### src/hw/rv_isa_pkg.sv
`default_nettype none

package rv_isa_pkg;

    localparam logic [6:0] OP_BRANCH = 7'b1100011;
    localparam logic [6:0] OP_JAL = 7'b1101111;
    localparam logic [6:0] OP_JALR = 7'b1100111;

    localparam logic [2:0] F3_BEQ = 3'b000;
    localparam logic [2:0] F3_BNE = 3'b001;
    localparam logic [2:0] F3_BLT = 3'b100;
    localparam logic [2:0] F3_BGE = 3'b101;
    localparam logic [2:0] F3_BLTU = 3'b110;
    localparam logic [2:0] F3_BGEU = 3'b111;

    // One word in B-type or J-type layout
    // jalr's I-type immediate is imm12, imm10_5 and rs2 of the B view
    typedef union packed {
        struct packed {
            logic       imm12;
            logic [5:0] imm10_5;
            logic [4:0] rs2;
            logic [4:0] rs1;
            logic [2:0] funct3;
            logic [3:0] imm4_1;
            logic       imm11;
            logic [6:0] opcode;
        } b_fmt;
        struct packed {
            logic       imm20;
            logic [9:0] imm10_1;
            logic       imm11;
            logic [7:0] imm19_12;
            logic [4:0] rd;
            logic [6:0] opcode;
        } j_fmt;
    } rv_instr_u;

endpackage

`default_nettype wire

### src/hw/branch_execute.sv
`timescale 1ns/100ps
`default_nettype none

module branch_execute
    import rv_isa_pkg::*;
(
    input  logic [31:0] ex_pc,
    input  logic [31:0] ex_rs1,
    input  logic [31:0] ex_rs2,
    input  logic [31:0] ex_imm,
    input  logic [2:0]  ex_funct3,
    input  logic        ex_is_branch,
    input  logic        ex_is_jal,
    input  logic        ex_is_jalr,
    output logic        taken,
    output logic        is_ctrl,
    output logic [31:0] target
);

    logic        cond;
    logic [31:0] jalr_sum;

    always_comb begin
        case (ex_funct3)
            F3_BEQ:  cond = (ex_rs1 == ex_rs2);
            F3_BNE:  cond = (ex_rs1 != ex_rs2);
            F3_BLT:  cond = ($signed(ex_rs1) < $signed(ex_rs2));
            F3_BGE:  cond = ($signed(ex_rs1) >= $signed(ex_rs2));
            F3_BLTU: cond = (ex_rs1 < ex_rs2);
            F3_BGEU: cond = (ex_rs1 >= ex_rs2);
            default: cond = 1'b0; // Reserved encodings never branch
        endcase
    end

    assign jalr_sum = ex_rs1 + ex_imm;

    assign is_ctrl = ex_is_branch | ex_is_jal | ex_is_jalr;
    assign taken = (ex_is_branch & cond) | ex_is_jal | ex_is_jalr;

    // BTB stores the branch target even when not taken
    assign target = ex_is_jalr ? {jalr_sum[31:1], 1'b0} : ex_pc + ex_imm;

endmodule

`default_nettype wire

### config.mk
export PLATFORM = sky130hd
export DESIGN_NAME = branch_execute
export DESIGN_NICKNAME = d
export VERILOG_FILES = /design/src/hw/rv_isa_pkg.sv /design/src/hw/branch_execute.sv
export SDC_FILE = /design/constraint.sdc
export NUM_CORES = 1
export LEC_CHECK = 0
export BUFFER_PORTS_ARGS = -buffer_cell sky130_fd_sc_hd__buf_2
export CAP_MARGIN = 20
export CORE_UTILIZATION = 51
export DETAILED_ROUTE_END_ITERATION = 10
export GPL_ROUTABILITY_DRIVEN = 1
export GPL_TIMING_DRIVEN = 0
export PLACE_DENSITY = 0.87
export SETUP_SLACK_MARGIN = 0.1
export SLEW_MARGIN = 20
export SYNTH_ARGS = -nofsm -noshare
export SYNTH_HDL_FRONTEND = slang
export SYNTH_SLANG_ARGS = --single-unit
### constraint.sdc
create_clock -name vclk -period 8.3
set_input_delay 0.83 -clock vclk [all_inputs]
set_output_delay 0.83 -clock vclk [all_outputs]
set_load 0.01 [all_outputs]
# Word-level counts from Yosys, hierarchy flattened
# Cells that the tools add are included.
# op_classes
n_mux,2
order_cmp,4
n_bitwise,5
eq_ne,7
addsub,2
reduce_logical,1
# op_table
cell,n
adder 32 bit,2
greater-or-equal comparator 32 bit,2
less-than comparator 32 bit,2
== test 32 bit,1
two-way mux 32 bit,1
!= test 32 bit,1
== test 3 bit (second input constant),4
case mux 1 bit (6 select lines),1
OR 1 bit,4
== test 3 x 1 -> 1 bit (second input constant),1
zero test 3 bit,1
bitwise AND 1 bit,1
# totals
out_inout_bits,34
input_bits,134
regBits,0

# Logic depth before layout (Yosys ltp)
# logic_depth
ltp_word,5
ltp_mapped,12

# Worst setup path after synthesis
# Ideal clock, no wire load.
# synth_timing
kind,input-to-output
start,in ex_pc[0]
end,out target[30]
stages,12
path_slack_ns,4.190
arrival_time_ns,3.280
path_cell_list,ha_1 inv_1 fa_1 and2b_1 o21bai_4 a2111o_1 a31oi_4 o31ai_2 a311oi_4 a311oi_2 xor2_1 mux2i_1
# synth_between
elab_chain_len,2
# synth_lines
item,line,text
from (decl),branch_execute.sv:7,"input logic [31:0] ex_pc,"
adder 32 bit,branch_execute.sv:41,"assign target = ex_is_jalr ? {jalr_sum[31:1], 1'b0} : ex_pc + ex_imm;"
two-way mux 32 bit,branch_execute.sv:41,
to (decl),branch_execute.sv:17,output logic [31:0] target
# Every way passes these cells.

# Final worst setup path
# layout_timing
start,in ex_imm[0]
end,out target[30]
# layout_between
elab_chain_len,2
# layout_lines
item,line,text
from (decl),branch_execute.sv:10,"input logic [31:0] ex_imm,"
adder 32 bit (on tied branches),"branch_execute.sv:41, branch_execute.sv:35",
two-way mux 32 bit *,branch_execute.sv:41,
# Every way passes the cells marked *; elsewhere a longest branch is shown, timed or not.

==> impl_results.md <==
* Status: finished, final reports clean
* Slowest cell on crit path: a2111o_1
* DR vias/cell at 6.09
* First-pass GRT wire length at 22000 um
* GRT Overall Usage at 30.2%
* Peak supply drop at 36.5 uV
* Register area share after synthesis at 0%
* Pins Over Slew Limit at 0
* Leakage at 0.00282 uW
* Iter 0 DRT Violations at 284
* Placed cell area at 0.00533 mm^2
* P_sw at 236 uW
* Worst path cell trace: buf_2 > ha_1 > inv_1 > fa_1 > and2b_1 > o21bai_4 > a2111o_1 > a31oi_4 > o31ai_2 > a311oi_4 > a311oi_2 > xor2_1 > mux2i_1 > buf_2
* CP max FO at 5
* Layout cells sized above 1 at 25.5%
* Power per cell area at 79.7 mW/mm^2
* WP data required at 7470 ps
* Number of global-route vias before repair at 4992
* Largest net degree at the start of global routing at 11
* Cell repeated most along the worst path: buf_2
* Adder-Cell Fraction of Synth Area at 27.6%
* Fillers at 767
* Gr ovfl total at 0
* Core Footprint at 0.00826 mm^2
* Cts hold-fix bufs at 0
* I/O pins at 168
* Post-synthesis mux area share at 2.87%
* Drt drc at 0
* Largest delay share family, worst path: compound AO/OA/AOI/OAI gates
* Final period util at 57.0%
* Post-Synth XOR/XNOR Area at 9.64%
* NumNets Final at 1000
* Die Wd at 94.5 um
* Initial antenna violation count at 1
* IO Port Bufs at 168
* Simple-gate share of the synthesized area at 18.2%
* Avg Cell Area, Syn at 7.25 um^2
* Fmax at 0.211 GHz
* Worst setup SP type: primary input
* HP Class: in -> out
* Sw Ratio at 55.6%
* Yosys warnings at 0
* Avg WL per Cell at 16.2 um
* Main combinational cell family by area after synthesis: compound AO/OA/AOI/OAI gates
* FP Rows at 33
* Post-CTS setup buffer count at 0
* Post-route ant nets at 0
* Critical path buffer and inverter count at 3
* Place WS at 3700 ps
* CLK BUF at 0
* Post-synthesis compound-gate area fraction at 36.2%
* Final WL at 14100 um
* Die Span Y at 94.5 um
* Post-synthesis cell area at 0.00436 mm^2
* Via count at 5329
* GP Congestion at 0.990
* Register area at 0 um^2
* Post-DP HPWL at 12100 um
* Arr. time, crit path at 3900 ps
* Cell count after synthesis at 601
* Worst-Margin Slew at 853 ps
* Syn Nets at 830
* Worst setup margin at 3570 ps
* Post_cts resized at 0
* Final setup viols at 0
* CP Capture Type: output pin
* Yosys cell types at 68
* Sequential cell count at 0
* Fin Setup TNS at 0 ps
* Die ar. at 0.00892 mm^2
* Max cap viols at 0
* Internal at 189 uW
* Initial core utilization at 52.8%
* Area Overhead vs Synth at 22.4%
* Clock power share at 0%
* DRT Pass-1 Iters at 6
* Final hold slack at 1940 ps
* Fin. Hold Viols at 0
* Seq pwr share at 0%
* Critical path type: in -> out
* Slew headroom at 43.2%
* Period minus WS final at 4730 ps
* Fin area at 0.00533 mm^2
* Max incr delay on CP at 420 ps
* Combinational share of power at 100.0%
* RSZ-0062 raised after global routing: false
[placed cells by master, fill, tap and decap left out, drive strengths merged, types with 5 or more instances in the layout]
cell type	count
nand3	10
a21boi	5
a21o	33
or3	8
ha	93
o211ai	10
nand4	11
xnor2	26
nand2	48
o21a	12
inv	53
a21oi	59
a211oi	10
nor2	38
o21ai	42
nor2b	9
mux2i	8
o21bai	11
nor3	10
a31oi	5
nand2b	6
clkbuf	6
o31ai	8
and3	6
xor2	22
buf	171
[power by group through the flow]
| stage | registers [uW] | clock network (uW) | logic [uW] |
|---|---|---|---|
| after global routing | 0 | 0.0000161 | 466 |
| final | 0 | 0.0000161 | 425 |
| after floorplan | 0 | 0 | 285 |
| after detailed placement | 0 | 0 | 416 |
| after global placement | 0 | 0 | 402 |
| after CTS | 0 | 0 | 419 |
[tightest hold or removal path: cells and delay by family]
family,cells,cell delay (ps)
buffers and inverters,2,190
AND/OR/NAND/NOR,1,80
[Yosys cell counts, drive strengths merged (4+ instances only)]
library cell / number / share of area (%)
o211ai: 10 / 1.8
o21ai: 42 / 4.9
nand3: 10 / 1.1
o21bai: 11 / 2.2
mux2i: 8 / 1.8
xor2: 22 / 4.4
ha: 93 / 27
nand2b: 6 / 0.86
xnor2: 26 / 5.2
a211oi: 10 / 2.2
nor3: 10 / 1.1
o31ai: 8 / 1.6
a21boi: 5 / 0.86
a31oi: 5 / 1.1
nor2: 38 / 3.3
mux2: 4 / 1.0
nand4: 11 / 1.6
inv: 53 / 4.6
a21oi: 59 / 6.9
o21a: 12 / 2.1
nor2b: 9 / 1.3
a21o: 33 / 5.7
and4: 4 / 0.80
clkbuf: 6 / 0.52
or3: 8 / 1.1
nand2: 48 / 4.1
and3: 6 / 0.86
[cells by family after synthesis]
logic type               count (synthesis)
AND/OR/NAND/NOR                        162
adder cells (fa/ha/maj)                 95
AO/OA/AOI/OAI                          221
multiplexers                            12
XOR/XNOR                                48
buffers and inverters                   63
[final timing paths]
check  cells past startpoint  slack (ps)         start          to
max                       14        3570     ex_imm[0]  target[30]
min                        3        1940  ex_is_branch     is_ctrl
[cell type report]
| type | count | area [um^2] | area share (%) |
|---|---|---|---|
| inverters | 54 | 203 | 3.80 |
| repair buffers | 168 | 841 | 15.8 |
| well taps | 105 | 131 | 2.46 |
| diodes | 1 | 2.50 | 0.0469 |
| plain buffers | 9 | 35.0 | 0.657 |
| multi-input cells | 538 | 4120 | 77.3 |
[routing by layer]
metal | routed length (um) | track usage (%)
met1 | 5900 | 36.5
met2 | 6900 | 56.2
met3 | 975 | 2.58
met4 | 379 | 8.96
met5 | 0 | 0
[stage by stage]
stage	std cells	power [uW]	util, %
after floorplan	601	285	-
after global placement	874	402	64.6
after detailed placement	874	416	64.6
after CTS	874	419	64.6
after global routing	875	466	64.6
final	875	425	64.6
Power figures use the tool's default switching activity.
