--- config.mk ---
export PLATFORM = sky130hd
export DESIGN_NAME = ctrl_decode
export DESIGN_NICKNAME = d
export VERILOG_FILES = /design/src/hw/rv_isa_pkg.sv /design/src/hw/ctrl_decode.sv
export SDC_FILE = /design/constraint.sdc
export NUM_CORES = 1
export LEC_CHECK = 0
export ABC_AREA = 1
export BUFFER_PORTS_ARGS = -buffer_cell sky130_fd_sc_hd__buf_2
export CAP_MARGIN = 5
export CORE_MARGIN = 4
export CORE_UTILIZATION = 34
export DETAILED_ROUTE_END_ITERATION = 10
export PLACE_DENSITY_LB_ADDON = 0.3
export SYNTH_ARGS = -nofsm -noshare
export SYNTH_HDL_FRONTEND = slang
export SYNTH_SLANG_ARGS = --single-unit
--- constraint.sdc ---
create_clock -name vclk -period 2.55
set_clock_uncertainty 0.15 [all_clocks]
set_input_delay 0.255 -clock vclk [all_inputs]
set_output_delay 0.255 -clock vclk [all_outputs]
set_load 0.05 [all_outputs]
--- src/hw/rv_isa_pkg.sv ---
`default_nettype none

package rv_isa_pkg;

    localparam logic [6:0] OP_BRANCH = 7'b1100011;
    localparam logic [6:0] OP_JAL = 7'b1101111;
    localparam logic [6:0] OP_JALR = 7'b1100111;

    localparam logic [2:0] F3_BEQ = 3'b000;
    localparam logic [2:0] F3_BNE = 3'b001;
    localparam logic [2:0] F3_BLT = 3'b100;
    localparam logic [2:0] F3_BGE = 3'b101;
    localparam logic [2:0] F3_BLTU = 3'b110;
    localparam logic [2:0] F3_BGEU = 3'b111;

    // One word in B-type or J-type layout
    // jalr's I-type immediate is imm12, imm10_5 and rs2 of the B view
    typedef union packed {
        struct packed {
            logic       imm12;
            logic [5:0] imm10_5;
            logic [4:0] rs2;
            logic [4:0] rs1;
            logic [2:0] funct3;
            logic [3:0] imm4_1;
            logic       imm11;
            logic [6:0] opcode;
        } b_fmt;
        struct packed {
            logic       imm20;
            logic [9:0] imm10_1;
            logic       imm11;
            logic [7:0] imm19_12;
            logic [4:0] rd;
            logic [6:0] opcode;
        } j_fmt;
    } rv_instr_u;

endpackage

`default_nettype wire

--- src/hw/ctrl_decode.sv ---
`timescale 1ns/100ps
`default_nettype none

module ctrl_decode
    import rv_isa_pkg::*;
(
    input  rv_instr_u   id_instr,
    output logic        is_branch,
    output logic        is_jal,
    output logic        is_jalr,
    output logic [2:0]  funct3,
    output logic [31:0] imm
);

    assign funct3 = id_instr.b_fmt.funct3;

    always_comb begin
        is_branch = 1'b0;
        is_jal = 1'b0;
        is_jalr = 1'b0;
        imm = '0;
        // Opcode sits in the same bits for both views
        case (id_instr.b_fmt.opcode)
            OP_BRANCH: begin
                is_branch = 1'b1;
                imm = {{19{id_instr.b_fmt.imm12}}, id_instr.b_fmt.imm12,
                       id_instr.b_fmt.imm11, id_instr.b_fmt.imm10_5,
                       id_instr.b_fmt.imm4_1, 1'b0};
            end
            OP_JAL: begin
                is_jal = 1'b1;
                imm = {{11{id_instr.j_fmt.imm20}}, id_instr.j_fmt.imm20,
                       id_instr.j_fmt.imm19_12, id_instr.j_fmt.imm11,
                       id_instr.j_fmt.imm10_1, 1'b0};
            end
            OP_JALR: begin
                is_jalr = 1'b1;
                // I-type imm[11:0] = instr[31:20]
                imm = {{20{id_instr.b_fmt.imm12}}, id_instr.b_fmt.imm12,
                       id_instr.b_fmt.imm10_5, id_instr.b_fmt.rs2};
            end
            default: ; // Not a control instruction
        endcase
    end

endmodule

`default_nettype wire

Word level (Yosys, flattened, before mapping):

Index checks and enable logic that the tools add are counted.

* register bits: 0
* input port bits: 32
* output and inout bits: 38
* logic and storage cells: 7

* equality and inequality tests: 3
* multiplexer cells: 4

Operators by type and width (number)
* 32-bit one-hot mux with 3 select lines: 1
* 7-bit equality test (second input constant): 3
* 1-bit 2-to-1 mux: 3

Longest topological paths before layout:

Gate-level depths: netlist of run 1.

* word-level depth: 2
* gate-level depth with buffers: 5
* gate-level depth less buffers: 5

Worst setup path after synthesis of run 1:

No wires, ideal clock.

* kind: input to output
* from: input port id_instr[6] in the netlist's numbering
* to: output port imm[21]
* arrival time: 2.058 ns
* required time: 2.145 ns
* slack: 0.087 ns
* stages on the path: 5
* buffers on the path: 1
* cells stage by stage: nand2_1 -> nor2_4 -> o211ai_2 -> nor2_1 -> buf_4

* longest elaborated chain between the ends: 2
* elaborated cells on any way between the ends: 4
* classes of those cells: 3 x eq/ne; 1 x mux

RTL lines
* start: declaration: RTL line ctrl_decode.sv:7 `input rv_instr_u id_instr,`
* 7-bit equality test: RTL line ctrl_decode.sv:23 `case (id_instr.b_fmt.opcode)`
* 32-bit one-hot mux with 3 select lines (*): RTL line ctrl_decode.sv:23
* end: declaration: RTL line ctrl_decode.sv:12 `output logic [31:0] imm`

Every way passes the cells marked *; elsewhere a longest branch is shown, timed or not.

Final worst setup path of run 1:

* from: input port id_instr[6] in the netlist's numbering
* to: output port imm[28]

Same word-level chain as after synthesis.

==> results of run 1 <==
==> cell type report <==
type               count  area, um2  share of cell area
inverters             13      48.80             0.06655
repair buffers        71      357.8              0.4881
multi-input cells     58      307.8              0.4198
well taps             15      18.77             0.02560
==> per-stage QoR <==
stage	utilization	setup WS, ns	power, mW	hold WS, ns	cells
after global placement	0.5565	0.6625	0.08133	0.6632	157
after CTS	0.5565	0.6009	0.08278	0.6638	157
after global routing	0.5565	0.4735	0.08947	0.6671	157
after floorplan	-	0.08688	0.05302	0.5271	88
after detailed placement	0.5565	0.6018	0.08265	0.6638	157
final	0.5565	0.6387	0.08224	0.6622	157
==> logic make-up (layout without fill, tap and decap cells) <==
logic type / count (synthesis) / after routing / synth area share
simple gates: 57 / 57 / 0.6098
buf+inv: 30 / 84 / 0.3643
compound gates: 1 / 1 / 0.02584
==> per-layer routing <==
layer	GRT usage	up-vias	wire length (um)
li1	-	384	-
met1	0.1581	291	545
met2	0.2507	52	703
met3	0.02767	0	295
met4	0	0	0
met5	0	-	0
==> power breakdown <==
| part | switching, mW | internal, mW |
|---|---|---|
| Clock | 0 | 0 |
| Combinational | 0.0544 | 0.0279 |
| Sequential | 0 | 0 |
| Total | 0.0544 | 0.0279 |
==> final timing paths <==
check                     from         to  slack, ns  cells after the start
setup / recovery   id_instr[6]    imm[28]       0.64                      6
hold / removal    id_instr[14]  funct3[2]       0.66                      2
==> synth_stat cells <==
cell type	count	area (um2)
nand3_2	2	20.02
nor2_4	2	22.52
nand3_1	35	175.2
nor2_2	2	12.51
inv_1	13	48.80
o211ai_2	1	12.51
nor3_1	2	10.01
buf_4	17	127.6
nor2_1	8	30.03
nand2_2	1	6.260
nand2_1	5	18.77
==> results.json, run 1 <==
{
  "status": "finished clean",
  "drv_slew": 0,
  "synth_cell_type_count": 11,
  "tightest_slew_ns": 0.4728,
  "track_usage": 0.1317,
  "cp_top_family": "simple AND/OR/NAND/NOR gates",
  "place_area_um2": 733.2,
  "synth_area_um2": 484.2,
  "overflow": 0,
  "crit_path_start_kind": "input port",
  "path_cells": "buf_2 -> nand2_1 -> nor2_4 -> o211ai_2 -> nor2_1 -> buf_2",
  "final_area_um2": 733.2,
  "num-nets-final": 176,
  "core_mm2": 0.001318,
  "crit_buf_inv": 2,
  "rsz0062_at_grt": "false",
  "antenna_left": 0,
  "grt_pass1_vias": 564,
  "fillers": 143,
  "finalCritPeriodShare": 0.7495,
  "maxCapViolations": 0,
  "routed_wl_mm": 1.544,
  "place.gp.congestion": 0.6673,
  "syn_area_per_cell_um2": 5.502,
  "period_minus_slack_ns": 1.911,
  "drive_gt1_frac": 0.5563,
  "wire_per_inst_um": 9.834,
  "syn_inst": 88,
  "criticalPathCategory": "in2out",
  "fmaxAchievable_mhz": 523.2,
  "vias_per_cell": 4.631,
  "drc": 0,
  "power_density_mw_per_mm2": 112.2,
  "grt_pass1_wl_mm": 2.201,
  "finalHoldViolCount": 0,
  "hold_buffers": 0,
  "port_buffers": 70,
  "io_pins": 70,
  "fin_tns_setup_ns": 0,
  "n_antenna_cell": 0,
  "die_y_um": 45.74,
  "grt_max_degree": 23,
  "dp_hpwl_mm": 1.328,
  "cts_setup_buffers": 0,
  "vias": 727,
  "worst_ep_arrival_time_ns": 1.51,
  "syn_to_final_growth_pct": 51.42,
  "final-setup-viol-count": 0,
  "relSlewSlack": 0.6844,
  "layout_common_cells": "70 x buf_2, 35 x nand3_1, 13 x inv_1, 8 x nor2_1, 5 x nand2_1",
  "peakVddDrop_v": 0.00005045,
  "drt_iter0_drc": 3,
  "cp.required_ns": 2.14,
  "die_width_um": 45.74,
  "dr.pass1.iters": 4,
  "seq_area_um2": 0,
  "clkbuf_count": 0,
  "design.seq.count": 0,
  "antenna_found_initial": 0,
  "cts-resized-gates": 0,
  "cp_max_fo": 12,
  "ys_seq_area_frac": 0,
  "layout_commonest_cell": "buf_2",
  "critPathMaxStageDelay_ns": 0.40,
  "start_util": 0.3675,
  "worstSetupEndpointType": "output port",
  "hold_class": "in2out",
  "synth_nets": 120,
  "fp-row-count": 13,
  "p_leak_nw": 0.5464,
  "slowest_stage": "nor2_1",
  "yosys_warnings": 0,
  "crit_top_cell": "buf_2",
  "die-area_mm2": 0.002092
}
No activity file was read; power rests on OpenSTA's default activity.
==> run 2, diff against run 1 <==
--- a/config.mk
+++ b/config.mk
@@ -9,7 +9,7 @@
 export BUFFER_PORTS_ARGS = -buffer_cell sky130_fd_sc_hd__buf_2
 export CAP_MARGIN = 5
 export CORE_MARGIN = 4
-export CORE_UTILIZATION = 34
+export CORE_UTILIZATION = 32
 export DETAILED_ROUTE_END_ITERATION = 10
 export PLACE_DENSITY_LB_ADDON = 0.3
 export SYNTH_ARGS = -nofsm -noshare
==> constraint.sdc (replaced) <==
create_clock -name vclk -period 1.98
set_clock_uncertainty 0.15 [all_clocks]
set_input_delay 0.198 -clock vclk [all_inputs]
set_output_delay 0.198 -clock vclk [all_outputs]
set_load 0.05 [all_outputs]
==> run 2 against run 1 <==
Compared with the run above:
- cell count is the same
- sequential share of layout area did not move
- non-clock buffer count did not move
- critical path depth stayed put
- clock-buffer cell count unchanged
- critical endpoint is now imm[12]
- largest cell class unchanged
==> results.json, run 2 (synthesized netlist as in run 1, its figures left out) <==
{
  "status": "finished clean",
  "drt_iter0_drc": 9,
  "fmaxAchievable_mhz": 597.2,
  "final-setup-viol-count": 0,
  "cp.required_ns": 1.63,
  "holdPathEnd": "funct3[1]",
  "drc": 0,
  "dr.pass1.iters": 3,
  "p_leak_nw": 0.5461,
  "syn_to_final_growth_pct": 51.94,
  "multi_input_area_um2": 310.3,
  "layout_commonest_cell": "buf_2",
  "wire_per_inst_um": 10.13,
  "io_pins": 70,
  "tightest_slew_ns": 0.4686,
  "relSlewSlack": 0.6872,
  "vias_per_cell": 4.611,
  "place.gp.congestion": 0.6928,
  "port_buffers": 70,
  "die_width_um": 46.90,
  "n_antenna_cell": 0,
  "hold_class": "in2out",
  "min_from": "id_instr[13]",
  "drive_gt1_frac": 0.5634,
  "whs_path_depth": 2,
  "antenna_found_initial": 0,
  "grt_pass1_wl_mm": 2.173,
  "routed_wl_mm": 1.590,
  "worstSetupEndpointType": "output port",
  "drv_slew": 0,
  "layout_common_cells": "70 x buf_2, 35 x nand3_1, 13 x inv_1, 7 x nor2_1, 5 x nand2_1",
  "clkbuf_count": 0,
  "maxCapViolations": 0,
  "finalCritPeriodShare": 0.8457,
  "worst_ep_arrival_time_ns": 1.33,
  "period_minus_slack_ns": 1.675,
  "seq_area_um2": 0,
  "hold_buffers": 0,
  "design.seq.count": 0,
  "fin_tns_setup_ns": 0,
  "overflow": 0,
  "fp-row-count": 13,
  "finalHoldViolCount": 0,
  "cts_setup_buffers": 0,
  "dp_hpwl_mm": 1.390,
  "cts-resized-gates": 0,
  "track_usage": 0.1250,
  "num-nets-final": 176,
  "crit_path_start_kind": "input port",
  "cp_max_fo": 13,
  "die-area_mm2": 0.002200,
  "criticalPathCategory": "in2out",
  "fillers": 146,
  "rsz0062_at_grt": "false",
  "fin_util": 0.5385,
  "power_density_mw_per_mm2": 145.2,
  "vias": 724,
  "start_util": 0.3544,
  "peakVddDrop_v": 0.00007309,
  "die_y_um": 46.90,
  "core_mm2": 0.001366,
  "grt_max_degree": 27,
  "antenna_left": 0,
  "grt_pass1_vias": 551
}
## run 2: changes by cell type in the layout (fill, tap and decap cells not counted)
| cell | change |
|---|---|
| nor2_1 | -1 |
| nor2_2 | +1 |
## run 2: critical path, stage by stage
cell     delay, ns
buf_2         0.08
nand2_2       0.11
nor2_2        0.42
nand3_1       0.14
nand3_1       0.11
buf_2         0.26
## run 2: layout make-up
cell class / instances / area share
repair buffers: 71 / 0.4864
multi-input cells: 58 / 0.4218
inverters: 13 / 0.06633
well taps: 15 / 0.02551
## run 2: worst max path at each step
stage | start | to | slack, ns | cells after the start
2_1_floorplan | id_instr[6] | imm[21] | 0.02 | 5
3_3_place_gp | id_instr[6] | imm[14] | 0.33 | 7
3_5_place_dp | id_instr[1] | imm[12] | 0.30 | 6
4_1_cts | id_instr[1] | imm[12] | 0.30 | 6
5_1_grt | id_instr[1] | imm[11] | 0.19 | 6
6_report | id_instr[1] | imm[12] | 0.31 | 6
## run 2: routing by layer
metal  track usage  wire [um]  part of all wire
met1        0.1551        570              0.36
met2        0.2439        838              0.53
met3       0.01149        181              0.11
met4             0          0                 0
met5             0          0                 0
## run 2: power by group
part | internal (mW) | switching, mW
registers | 0 | 0
clock network | 0 | 0
logic | 0.0360 | 0.0708
## run 2: per-stage QoR
step / setup slack, ns / instances / instance area [um2] / hold slack (ns) / power, mW
3_3_place_gp: 0.3334 / 157 / 735.7 / 0.5514 / 0.1055
6_report: 0.3054 / 157 / 735.7 / 0.5517 / 0.1068
3_5_place_dp: 0.3014 / 157 / 735.7 / 0.5546 / 0.1070
5_1_grt: 0.1910 / 157 / 735.7 / 0.5578 / 0.1160
4_1_cts: 0.3023 / 157 / 735.7 / 0.5547 / 0.1073
2_1_floorplan: 0.02130 / 88 / 486.7 / 0.4131 / 0.06850
