<file path="config.mk">
export PLATFORM = sky130hd
export DESIGN_NAME = pc_redirect
export DESIGN_NICKNAME = d
export VERILOG_FILES = /design/src/hw/bp_pkg.sv /design/src/hw/pc_redirect.sv
export SDC_FILE = /design/constraint.sdc
export NUM_CORES = 1
export LEC_CHECK = 0
export BUFFER_PORTS_ARGS = -buffer_cell sky130_fd_sc_hd__buf_2
export CAP_MARGIN = 40
export CORE_AREA = 2 2 178 180
export DETAILED_ROUTE_END_ITERATION = 6
export DIE_AREA = 0 0 180 182
export PLACE_DENSITY = 0.65
export SLEW_MARGIN = 20
export SYNTH_ARGS = -nofsm -noshare
export SYNTH_HDL_FRONTEND = slang
export SYNTH_SLANG_ARGS = --single-unit
export TNS_END_PERCENT = 5
</file>
<file path="constraint.sdc">
create_clock -name clk -period 3.7 [get_ports clk]
set_clock_uncertainty 0.15 [all_clocks]
set_input_delay 0.185 -clock clk [delete_from_list [all_inputs] [get_ports clk]]
set_output_delay 0.185 -clock clk [all_outputs]
set_load 0.01 [all_outputs]
</file>
<file path="src/hw/bp_pkg.sv">
`default_nettype none

package bp_pkg;

    // BTB index from pc[6:2] and tag from pc[31:7]
    localparam int BTB_IDX_W = 5;
    localparam int BTB_TAG_W = 32 - BTB_IDX_W - 2;
    localparam int BTB_ENTRIES = 1 << BTB_IDX_W;

    // Global history and the tables it indexes
    localparam int GHR_W = 12;
    localparam int PHT_IDX_W = 10;
    localparam int PHT_ENTRIES = 1 << PHT_IDX_W;

    // Local history table indexed by pc[9:2]
    // Each entry also holds LHT_IDX_W bits of history
    localparam int LHT_IDX_W = 8;
    localparam int LHT_ENTRIES = 1 << LHT_IDX_W;

    localparam logic [1:0] CTR_INIT = 2'b01; // Weakly not taken

    localparam logic [31:0] RESET_PC = 32'h0000_0000;

endpackage

`default_nettype wire

</file>
<file path="src/hw/pc_redirect.sv">
`timescale 1ns/100ps
`default_nettype none

module pc_redirect
    import bp_pkg::*;
(
    input  logic        clk,
    input  logic        reset,
    input  logic [31:0] instr,
    input  logic [31:0] rs1_data,
    input  logic [31:0] rs2_data,
    input  logic        is_branch,
    input  logic        is_jal,
    input  logic        is_jalr,
    input  logic [2:0]  funct3,
    input  logic [31:0] imm,
    input  logic [31:0] pred_pc,
    input  logic [31:0] target,
    input  logic        taken,
    input  logic        is_ctrl,
    output logic [31:0] fetch_pc,
    output logic [31:0] id_instr,
    output logic [31:0] id_rs1,
    output logic [31:0] id_rs2,
    output logic [31:0] ex_pc,
    output logic [31:0] ex_rs1,
    output logic [31:0] ex_rs2,
    output logic [31:0] ex_imm,
    output logic [2:0]  ex_funct3,
    output logic        ex_is_branch,
    output logic        ex_is_jal,
    output logic        ex_is_jalr,
    output logic        flush
);

    logic [31:0] id_pc;
    logic [31:0] actual_pc;

    // Where the EX instruction really goes next
    assign actual_pc = taken ? target : ex_pc + 32'd4;

    // ID holds what was fetched behind EX; a wrong guess shows up here
    assign flush = is_ctrl && (actual_pc != id_pc);

    always_ff @(posedge clk) begin
        if (reset) begin
            fetch_pc <= RESET_PC;
            id_instr <= '0;
            ex_is_branch <= 1'b0;
            ex_is_jal <= 1'b0;
            ex_is_jalr <= 1'b0;
        end else if (flush) begin
            fetch_pc <= actual_pc;
            id_instr <= '0; // Opcode 0 decodes to no flags
            ex_is_branch <= 1'b0;
            ex_is_jal <= 1'b0;
            ex_is_jalr <= 1'b0;
        end else begin
            fetch_pc <= pred_pc;
            id_instr <= instr;
            ex_is_branch <= is_branch;
            ex_is_jal <= is_jal;
            ex_is_jalr <= is_jalr;
        end
    end

    // Data half of both stage registers
    always_ff @(posedge clk) begin
        id_pc <= fetch_pc;
        id_rs1 <= rs1_data;
        id_rs2 <= rs2_data;
        ex_pc <= id_pc;
        ex_rs1 <= id_rs1;
        ex_rs2 <= id_rs2;
        ex_imm <= imm;
        ex_funct3 <= funct3;
    end

endmodule

`default_nettype wire

</file>
# Yosys cells after proc, flatten, opt, wreduce, memory -nomap -nowiden
# Index checks and enable logic that the tools add are counted.
totals:
  ff_bits: 294
  input_bits: 202
  out_inout_bits: 263
  wordCells: 19
op_classes:
  n_addsub: 1
  n_eq_ne: 1
  mux: 2
  n_reduce_logical: 2
op_table:
  columns: ["op", "n"]
  rows:
  - ["32-bit 2-to-1 mux", 2]
  - ["32-bit by 3-bit adder with 32-bit output (second input constant)", 1]
  - ["32-bit != test", 1]
  - ["2-bit OR reduction", 1]
  - ["1-bit logical AND", 1]

# Depth between registers and ports, before layout
# Gate-level depths: netlist of the first run.
logic_depth:
  ltp_word: 5
  ltp_mapped: 14
  depth_no_buf: 10

# Worst setup path after synthesis of the first run
# No wires, ideal clock.
synth_timing:
  path_type: "register to register"
  startpoint: "register ex_pc[5]"
  endpoint: "register fetch_pc[10]"
  setup_time_ns: 0.121
  arrival_time_ns: 3.107
  t_required_ns: 3.429
  slack_ns: 0.321
  stages_incl_launch_ff: 13
  path_buffers: 3
  period_less_slack_ns: 3.379
  cell_sequence: "dfxtp_1 buf_2 nand4_4 or4_4 o32ai_2 o2111ai_1 a2111o_1 a2111oi_4 and4_1 buf_4 nor2_2 buf_6 mux2_4"
synth_via:
  elab_chain_cells: 5
synth_lines:
  columns: ["item", "line", "source"]
  rows:
  - ["from (decl)", "pc_redirect.sv:25", "output logic [31:0] ex_pc,"]
  - ["from (signal assigned)", "pc_redirect.sv:72", "ex_pc <= id_pc;"]
  - ["32-bit by 3-bit adder with 32-bit output (*)", "pc_redirect.sv:40", "assign actual_pc = taken ? target : ex_pc + 32'd4;"]
  - ["32-bit 2-to-1 mux (*)", "pc_redirect.sv:40", null]
  - ["32-bit != test", "pc_redirect.sv:43", "assign flush = is_ctrl && (actual_pc != id_pc);"]
  - ["1-bit logical AND", "pc_redirect.sv:43", null]
  - ["32-bit 2-to-1 mux (*)", "pc_redirect.sv:52", "end else if (flush) begin"]
  - ["to (signal assigned)", "pc_redirect.sv:53", "fetch_pc <= actual_pc;"]
  - ["to (signal assigned)", "pc_redirect.sv:59", "fetch_pc <= pred_pc;"]
  - ["to (decl)", "pc_redirect.sv:21", "output logic [31:0] fetch_pc,"]
# Mark *: on every way between the ends. The rest lies on a longest branch, timed or not.
# A chain may end at the register's enable or synchronous reset.

# Worst setup path after layout of the first run
layout_timing:
  startpoint: "register ex_pc[15]"
  endpoint: "output port flush"
layout_via:
  elab_chain_cells: 4
layout_lines:
  columns: ["item", "line", "source"]
  rows:
  - ["32-bit by 3-bit adder with 32-bit output", "pc_redirect.sv:40", null]
  - ["32-bit 2-to-1 mux", "pc_redirect.sv:40", null]
  - ["32-bit != test", "pc_redirect.sv:43", null]
  - ["1-bit logical AND", "pc_redirect.sv:43", null]
  - ["to (decl)", "pc_redirect.sv:33", "output logic flush"]
# No other way between the ends.

==> results of run 1 <==
-- cells in the final DEF, fill, tap and decap left out, drive strengths merged, types with 4 or more instances in the layout --
| master | instances |
|---|---|
| a2111oi | 5 |
| a211oi | 6 |
| a21oi | 31 |
| a31oi | 6 |
| and2 | 4 |
| and3 | 6 |
| and4 | 7 |
| buf | 542 |
| clkbuf | 44 |
| clkinv | 6 |
| dfxtp | 294 |
| diode | 6 |
| dlygate4sd3 | 184 |
| inv | 16 |
| mux2i | 7 |
| nand2 | 36 |
| nand2b | 20 |
| nand3 | 32 |
| nand4 | 18 |
| nor2 | 33 |
| nor2b | 6 |
| nor3 | 12 |
| nor3b | 40 |
| nor4 | 13 |
| o211ai | 4 |
| o21ai | 51 |
| or3 | 8 |
| or4 | 8 |
| xnor2 | 38 |
| xor2 | 20 |
-- through the flow --
step                      TNS (ns)  setup slack [ns]  area, µm²
final                            0           0.01845      15540
after global routing      -0.05942          -0.05942      15540
after CTS                        0          0.001203      15370
after detailed placement    -4.315           -0.1374      12220
after global placement      -6.595           -0.1445      12210
after floorplan                  0            0.3213       9097
-- final timing paths --
kind                   to
min          fetch_pc[27]
max                 flush
min reg2reg    ex_rs2[29]
max reg2reg   id_instr[7]
-- layer usage --
layer | vias to the layer above | wire length [µm] | part of all wire (%)
met1 | 4400 | 15080 | 37
li1 | 4245 | - | -
met5 | - | 12 | 0.030
met2 | 449 | 20540 | 51
met4 | 2 | 1403 | 3.5
met3 | 86 | 3534 | 8.7
-- final cells by class --
class | count | area, µm² | share of cell area [%]
clock buffers | 44 | 979.7 | 6.303
clock inverters | 13 | 167.7 | 1.079
flip-flops and latches | 294 | 5911 | 38.03
diodes | 6 | 15.01 | 0.09660
inverters | 14 | 52.55 | 0.3381
repair buffers | 726 | 4775 | 30.72
multi-input cells | 450 | 3139 | 20.20
well taps | 402 | 503.0 | 3.236
-- repair_timing --
action,4_1_cts,5_1_grt
hold endpoints to repair,166,0
endpoints found under the setup margin,68,5
setup buffers,6,7
resized for setup,33,20
pin swaps,8,16
hold buffers,184,0
-- synth_stat cells, types with 14 or more instances --
cell,number
nand4_1,16
nor3b_1,40
xnor2_1,37
o21ai_0,44
dfxtp_1,294
nor2_1,32
clkbuf_1,26
inv_1,14
xor2_1,20
nand2_1,36
a21oi_1,31
nand2b_1,20
nand3_1,32
-- report_power, final --
part | internal [mW] | switching [mW] | leakage (nW)
combinational | 0.482 | 0.469 | 4.03
sequential | 3.35 | 0.125 | 2.46
clock | 2.09 | 1.36 | 0.565
total | 5.92 | 1.95 | 7.06
-- flip-flops by register name (all words and copies together) (netlist names), 3 cells and up --
register,cells
ex_funct3,3
ex_imm,32
ex_pc,32
ex_rs1,32
ex_rs2,32
fetch_pc,32
id_instr,32
id_pc,32
id_rs1,32
id_rs2,32
-- kinds of logic (layout without fill, tap and decap cells) --
logic type      after synthesis  count (layout)
compound gates              130             130
xor+xnor                     59              59
fa+ha+maj                     1               1
buf+inv                      58             797
flops                       294             294
mux                          10              10
other cells                   0               6
simple gates                250             250
-- worst max-delay path, delay by kind of cell (launching register included) --
| family | cells | cell delay, ns |
|---|---|---|
| xor gates and xnor gates | 2 | 0.43 |
| and+or+nand+nor | 4 | 0.86 |
| DFF | 1 | 0.38 |
| AOI/OAI and AO/OA | 2 | 0.43 |
| buffers and inverters | 4 | 0.73 |
==> results_dict.tcl, run 1 <==
set metrics [dict create \
    status "finished clean" \
    fmaxAchievable_mhz 271.6 \
    hold_ws_ns 0.01034 \
    finalNonFillerCells 1949 \
    synth_simple_gate_area_share_pct 16.05 \
    hold_depth 4 \
    ys_types 66 \
    busiest_layer "met2" \
    cp.required_ns 3.37 \
    synth_compound_area_share_pct 9.201 \
    synth_mux_area_share_pct 1.183 \
    floorplan.rows 65 \
    finalPower_mw 7.870 \
    setup_viol 0 \
    cp_max_fo 5 \
    synth_top_family_by_area "simple AND/OR/NAND/NOR gates" \
    core_um2 30990 \
    tightest_slew_ns 0.6336 \
    totalWireLength_mm 40.57 \
    cp.arrival_ns 3.35 \
    path_clk_slew_ns 0.06 \
    yosys_most_used_dff "dfxtp_1" \
    globalRouteOverflowTotal 0 \
    grt_start_max_net_pins 33 \
    cts_inserted_buffers 34 \
    use_met2_pct 41.81 \
    grt_pass1_wl_mm 58.48 \
    drtIter0Drc 578 \
    dp_cells 1689 \
    initial_utilization_pct 29.36 \
    p_leak_nw 7.062 \
    yosysTopAreaCellShare_pct 64.70 \
    hold_viol 0 \
    clockBufferDepth 3 \
    dieHeight_um 182 \
    drc 0 \
    cts.sinks 294 \
    h-tree-depth 2 \
    grt_pass1_vias 9697 \
    synth_warnings 0 \
    synthesis.area_um2 9097 \
    die_x_um 180 \
    synth_top_area_cell "dfxtp_1" \
    num_vias 9182 \
    hpwl_mm 29.83 \
    power_per_cell_area_nw_per_um2 506.3 \
    grt_usage_pct 23.54 \
    slowest_stage "dfxtp_1" \
    syn_inst 802 \
    port_buffers 464 \
    ant_nets 0 \
    antenna_found_initial 7 \
    synth_fa_ha_area_share_pct 0.1375 \
    period_share_pct 99.50 \
    syn_area_per_cell_um2 11.34 \
    syn_to_final_growth_pct 70.84 \
    synth_edf_count 0 \
    rsz0062_at_grt "true" \
    maxCapViolations 0 \
    worstHoldStart "target[27]" \
    ir_drop_mv 0.5948 \
    hold_class "in2reg" \
    path_class "reg2out" \
    cp_slowest_stage_delay_ns 0.38 \
    startpoint "ex_pc[15]" \
    drive_gt1_share_pct 41.73 \
    insertion_delay_ns 0.51 \
    ff2ff_path_depth 14 \
    met1_usage_pct 26.07 \
    cts_tree "done" \
    slew_viol_final 0 \
    use_met3_pct 7.381 \
    crit_path_frequent_cell "buf_4" \
    wl_per_cell_um 20.81 \
    dieArea_um2 32760 \
    synth-xor-area-share_pct 5.928 \
    fin_crit_ns 3.682 \
    pin_count 465 \
    ys_seq_area_share_pct 64.70 \
    final_nets 1723 \
    final_core_util_pct 50.16 \
    synth_seq_cells 294 \
    r2r-start "ex_pc[15]" \
    cp-end-kind "output port" \
    yosys-top-cells-area "dfxtp_1 65%, xnor2_1 3.6%, nor3b_1 3.3%" \
    r2r_slack_ns 0.15 \
    synth_fp_nets 1005 \
    slew_headroom_pct 57.76 \
    synthArstFlopShare_pct 0 \
    cp_cell_sequence "buf_4 -> nand4_1 -> buf_4 -> nor4_1 -> buf_4 -> xnor2_1 -> xor2_1 -> a32oi_1 -> a211oi_2 -> and4_4 -> nor2_4 -> buf_6" \
    cp-start-kind "flop" \
    root_buffer "clkbuf_16" \
    viasPerCell 4.711 \
    gp_routability_congestion 0.9241 \
    dr.pass1.iters 7 \
    num-fill-cells 2873 \
]
Power figures use the tool's default switching activity.
==> run 2: changes to the inputs <==
--- a/config.mk
+++ b/config.mk
@@ -10,6 +10,7 @@
 export CORE_AREA = 2 2 178 180
 export DETAILED_ROUTE_END_ITERATION = 6
 export DIE_AREA = 0 0 180 182
+export MAX_ROUTING_LAYER = met4
 export PLACE_DENSITY = 0.65
 export SLEW_MARGIN = 20
 export SYNTH_ARGS = -nofsm -noshare
==> constraint.sdc (replaced) <==
create_clock -name clk -period 3.8 [get_ports clk]
set_clock_uncertainty 0.15 [all_clocks]
set_input_delay 0.19 -clock clk [delete_from_list [all_inputs] [get_ports clk]]
set_output_delay 0.19 -clock clk [all_outputs]
set_load 0.01 [all_outputs]
==> results_dict.tcl, run 2 (synthesis results as in run 1) <==
set metrics [dict create \
    status "finished clean" \
    tightest_slew_ns 0.7152 \
    final_common_cell "buf_2" \
    ant_nets 0 \
    r2r_slack_ns 0.23 \
    hold_viol 0 \
    ff2ff_path_depth 12 \
    pin_count 465 \
    globalRouteOverflowTotal 0 \
    totalWireLength_mm 40.72 \
    cp-start-kind "flop" \
    num_vias 9135 \
    cts_inserted_buffers 34 \
    fmaxAchievable_mhz 270.3 \
    cp-end-kind "output port" \
    clockBufferDepth 3 \
    preCtsSetupSlack_ns 0.02289 \
    multi_input_area_um2 3047 \
    period_share_pct 97.35 \
    r2r-start "ex_pc[2]" \
    finalPower_mw 7.618 \
    root_buffer "clkbuf_16" \
    insertion_delay_ns 0.52 \
    grt_pass1_vias 9708 \
    rsz0062_at_grt "true" \
    grt_usage_pct 24.37 \
    dieHeight_um 182 \
    seqCellArea_um2 5898 \
    port_buffers 464 \
    core_um2 30990 \
    power_per_cell_area_nw_per_um2 492.5 \
    grt_pass1_wl_mm 58.47 \
    num-fill-cells 2828 \
    h-tree-depth 2 \
    gp_routability_congestion 0.9040 \
    maxCapViolations 0 \
    r2r-end "fetch_pc[13]" \
    path_class "reg2out" \
    slew_viol_final 0 \
    cp.required_ns 3.46 \
    antenna_found_initial 3 \
    cp.arrival_ns 3.36 \
    hold_ws_ns 0.01927 \
    worstHoldStart "target[14]" \
    floorplan.rows 65 \
    die_x_um 180 \
    setup_viol 0 \
    path_clk_slew_ns 0.06 \
    final_nets 1727 \
    grt_start_max_net_pins 53 \
    ir_drop_mv 0.3958 \
    cts.sinks 294 \
    hpwl_mm 29.69 \
    wl_per_cell_um 20.86 \
    drtIter0Drc 570 \
    syn_to_final_growth_pct 70.00 \
    fin_crit_ns 3.699 \
    hold_depth 5 \
    fin_ws_ns 0.1009 \
    dieArea_um2 32760 \
    p_leak_nw 7.028 \
    hold_class "in2reg" \
    final_core_util_pct 49.91 \
    drive_gt1_share_pct 40.72 \
    drc 0 \
    holdPathEnd "fetch_pc[14]" \
    slew_headroom_pct 51.88 \
    dr.pass1.iters 5 \
    viasPerCell 4.680 \
    most-common-layout-cells "463 x buf_2, 286 x dfxtp_1, 185 x dlygate4sd3_1" \
    cp_max_fo 5 \
    cts_tree "done" \
    initial_utilization_pct 29.36 \
    startpoint "ex_pc[2]" \
]
==> run 2: cell types whose count changed in the layout (fill, tap and decap cells not counted), moves of 3 or more <==
| cell | change |
|---|---|
| nor3_1 | +4 |
| nor4_2 | -3 |
| diode_2 | -3 |
| clkbuf_8 | -4 |
| dfxtp_1 | +4 |
| nor4_1 | +4 |
| dfxtp_4 | -3 |
| clkinv_2 | +3 |
==> run 2: what timing repair did <==
| action | 4_1_cts | 5_1_grt |
|---|---|---|
| resized for setup | 18 | 9 |
| cloned | 0 | 1 |
| endpoints found under the setup margin | 3 | 1 |
| hold buffers | 185 | 0 |
| setup buffers | 3 | 13 |
| pin swaps | 4 | 11 |
| hold endpoints to repair | 166 | 0 |
==> run 2: how the worst max path moves through the flow <==
stage | cells past startpoint | to | slack [ns]
after CTS | 10 | flush | 0.03
after global placement | 12 | fetch_pc[8] | 0.04
after global routing | 10 | flush | -0.02
after floorplan | 12 | fetch_pc[10] | 0.42
final | 10 | flush | 0.10
after detailed placement | 12 | id_instr[7] | 0.02
==> run 2: final cells by class <==
type,count,area share [%]
multi-input cells,451,19.70
diodes,3,0.04854
clock inverters,18,1.440
flip-flops and latches,294,38.14
inverters,14,0.3398
repair buffers,729,31.22
well taps,402,3.252
clock buffers,41,5.865
==> run 2: routing by layer <==
layer	wire length, µm	global-route usage (%)
met5	0	-
met4	1557	10.34
met3	3319	7.541
met2	20220	40.90
met1	15620	26.77
==> run 2: worst max-delay path, stage by stage, from the launching register on <==
cell and delay [ns]:
dfxtp_4 0.38, buf_6 0.10, nand4_4 0.08, or4_4 0.60, o32ai_2 0.27, o2111ai_1 0.13
a2111o_1 0.40, a2111oi_4 0.35, and4_4 0.33, nor2_4 0.08, buf_6 0.12
==> run 2: report_power, final <==
group | internal, mW | switching (mW) | total [mW]
Combinational | 0.474 | 0.454 | 0.928
Sequential | 3.26 | 0.127 | 3.39
Clock | 1.94 | 1.36 | 3.30
Total | 5.68 | 1.94 | 7.62
==> run 2: through the flow <==
stage                     instances  cell area, µm²  setup TNS [ns]
after floorplan                 802            9097               0
after global routing           1952           15470        -0.02482
final                          1952           15470               0
after detailed placement       1687           12220               0
after CTS                      1934           15280               0
after global placement         1686           12200               0
==> run 3: changes to the inputs <==
--- a/config.mk
+++ b/config.mk
@@ -5,13 +5,14 @@
 export SDC_FILE = /design/constraint.sdc
 export NUM_CORES = 1
 export LEC_CHECK = 0
+export ABC_AREA = 1
 export BUFFER_PORTS_ARGS = -buffer_cell sky130_fd_sc_hd__buf_2
 export CAP_MARGIN = 40
-export CORE_AREA = 2 2 178 180
+export CORE_AREA = 2 2 181 183
 export DETAILED_ROUTE_END_ITERATION = 6
-export DIE_AREA = 0 0 180 182
+export DIE_AREA = 0 0 183 185
 export MAX_ROUTING_LAYER = met4
-export PLACE_DENSITY = 0.65
+export PLACE_DENSITY = 0.63
 export SLEW_MARGIN = 20
 export SYNTH_ARGS = -nofsm -noshare
 export SYNTH_HDL_FRONTEND = slang
==> results_dict.tcl, run 3 <==
set metrics [dict create \
    ant_nets 0 \
    synth_fp_nets 1173 \
    syn_area_per_cell_um2 9.103 \
    final_common_cell "buf_2" \
    ys_types 30 \
    drtIter0Drc 483 \
    core_um2 32040 \
    post_cts_buffers 0 \
    die_x_um 183 \
    slew_viol_final 0 \
    syn_to_final_growth_pct 63.19 \
    dieArea_um2 33860 \
    worstHoldStart "target[3]" \
    period_share_pct 92.29 \
    startpoint "ex_pc[3]" \
    synthTopCellsByCount "294 x dfxtp_1, 242 x nand2_1, 141 x nor2_1" \
    status "finished clean" \
    hold_ws_ns 0.005805 \
    totalWireLength_mm 35.91 \
    synth_top_area_cell "dfxtp_1" \
    cp-start-kind "flop" \
    r2r-start "ex_pc[3]" \
    grt_start_max_net_pins 37 \
    yosys_most_used_dff "dfxtp_1" \
    fin_crit_ns 3.507 \
    cts.sinks 294 \
    wl_per_cell_um 17.44 \
    gp_routability_congestion 0.9387 \
    cp.arrival_ns 3.17 \
    floorplan.rows 66 \
    antenna_found_initial 4 \
    fmaxAchievable_mhz 285.2 \
    ys_seq_area_share_pct 66.66 \
    final_nets 1825 \
    setup_viol 0 \
    syn_inst 970 \
    path_clk_slew_ns 0.05 \
    dieHeight_um 185 \
    dr.pass1.iters 5 \
    synthArstFlopShare_pct 0 \
    hold_viol 0 \
    initial_utilization_pct 27.56 \
    tns_ns 0 \
    p_leak_nw 7.259 \
    cts_tree "done" \
    viasPerCell 4.256 \
    maxCapViolations 0 \
    clockBufferDepth 3 \
    num_vias 8763 \
    hpwl_mm 26.33 \
    synth_warnings 0 \
    drive_gt1_share_pct 34.37 \
    yosysTopAreaCellShare_pct 66.66 \
    pin_count 465 \
    ir_drop_mv 0.4527 \
    cp-end-kind "output port" \
    insertion_delay_ns 0.51 \
    cp.required_ns 3.46 \
    drc 0 \
    most-common-layout-cells "464 x buf_2, 294 x dfxtp_1, 242 x nand2_1" \
    globalRouteOverflowTotal 0 \
    synth_most_common_cell "dfxtp_1" \
    rsz0062_at_grt "false" \
    port_buffers 464 \
    h-tree-depth 2 \
    grt_usage_pct 21.04 \
    root_buffer "clkbuf_16" \
    hold_class "in2reg" \
    cp_max_fo 31 \
    grt_pass1_wl_mm 52.46 \
    power_per_cell_area_nw_per_um2 517.8 \
    tightest_slew_ns 0.7477 \
    grt_pass1_vias 9236 \
    path_class "reg2out" \
    synth_seq_cells 294 \
    cts_inserted_buffers 34 \
    slew_headroom_pct 50.15 \
    synth_edf_count 0 \
    synthesis.area_um2 8830 \
    yosys-top-cells-area "dfxtp_1 67%, nand2_1 10%, nor2_1 6.0%" \
]
## run 3: cell count changes in the layout (fill, tap and decap cells not counted), moves of 14 or more
cell,change
nand2_1,+206
o21ai_0,-38
or2_2,+19
a21oi_1,-29
xnor2_1,-36
buf_4,-71
nand3_1,+58
xor2_1,-19
dlygate4sd3_1,-15
nor2_1,+107
inv_1,+86
nor3b_1,-40
nor2_2,+14
nand2b_1,-20
## run 3: kinds of logic after synthesis
family | share of synthesized area [%]
buffers and inverters | 5.810
AOI/OAI and AO/OA | 1.091
DFF | 66.66
xor gates and xnor gates | 0.09921
adders and majority gates | 0.1417
and+or+nand+nor | 26.20
## run 3: layout make-up
class / instances / area [µm²]
Sequential cell: 294 / 5886
Inverter: 103 / 389.1
Fill cell: 3086 / 17630
Clock inverter: 12 / 125.1
Multi-Input combinational cell: 551 / 2436
Antenna cell: 4 / 10.01
Timing Repair Buffer: 638 / 4054
Clock buffer: 49 / 998.5
Tap cell: 408 / 510.5
## run 3: worst paths after layout
kind / endpoint / slack (ns) / cells after the start
max reg2reg: fetch_pc[24] / 0.30 / 19
min reg2reg: id_pc[3] / 0.20 / 0
max: flush / 0.29 / 16
min: fetch_pc[3] / 0.006 / 5
## run 3: power breakdown
group	internal, mW	switching (mW)
sequential	3.27	0.123
clock	1.92	1.34
combinational	0.389	0.416
## run 3: repair_timing
| item | CTS | global route |
|---|---|---|
| endpoints found under the hold margin | 166 | 0 |
| cloned | 0 | 0 |
| hold buffers | 170 | 0 |
| setup endpoints to repair | 1 | 4 |
| gates resized for setup | 1 | 2 |
## run 3: critical path: stages (launching register included)
cell and delay, ns:
dfxtp_1 0.40, ha_1 0.24, nand2_1 0.12, nor2_2 0.12, nand2_1 0.16, nor2_2 0.21
nand2_1 0.09, xor2_1 0.15, nand2_1 0.08, nand2_1 0.10, nand2_1 0.06, nand3_1 0.11
nor2_1 0.07, nand3_2 0.11, nand2_4 0.09, inv_4 0.34, buf_2 0.21
## run 3: layer usage
layer  wire length (µm)  GRT usage [%]  vias to the layer above
met2              18560          37.35                      361
met1              13190          21.93                     4077
met4                830          6.496                        0
met5                  0              -                        -
li1                   -              -                     4276
met3               3331          7.373                       49
## run 3: metrics by stage
step | total power, mW | cells | cell area (µm²) | util (%) | setup slack, ns
final | 7.461 | 2059 | 14410 | 44.97 | 0.2931
after global routing | 7.746 | 2059 | 14410 | 44.97 | 0.03437
after CTS | 7.518 | 2055 | 14390 | 44.92 | 0.1671
after detailed placement | 4.108 | 1824 | 11570 | 36.10 | 0.5289
after global placement | 4.106 | 1824 | 11570 | 36.10 | 0.5715
after floorplan | 3.724 | 970 | 8830 | - | 1.336
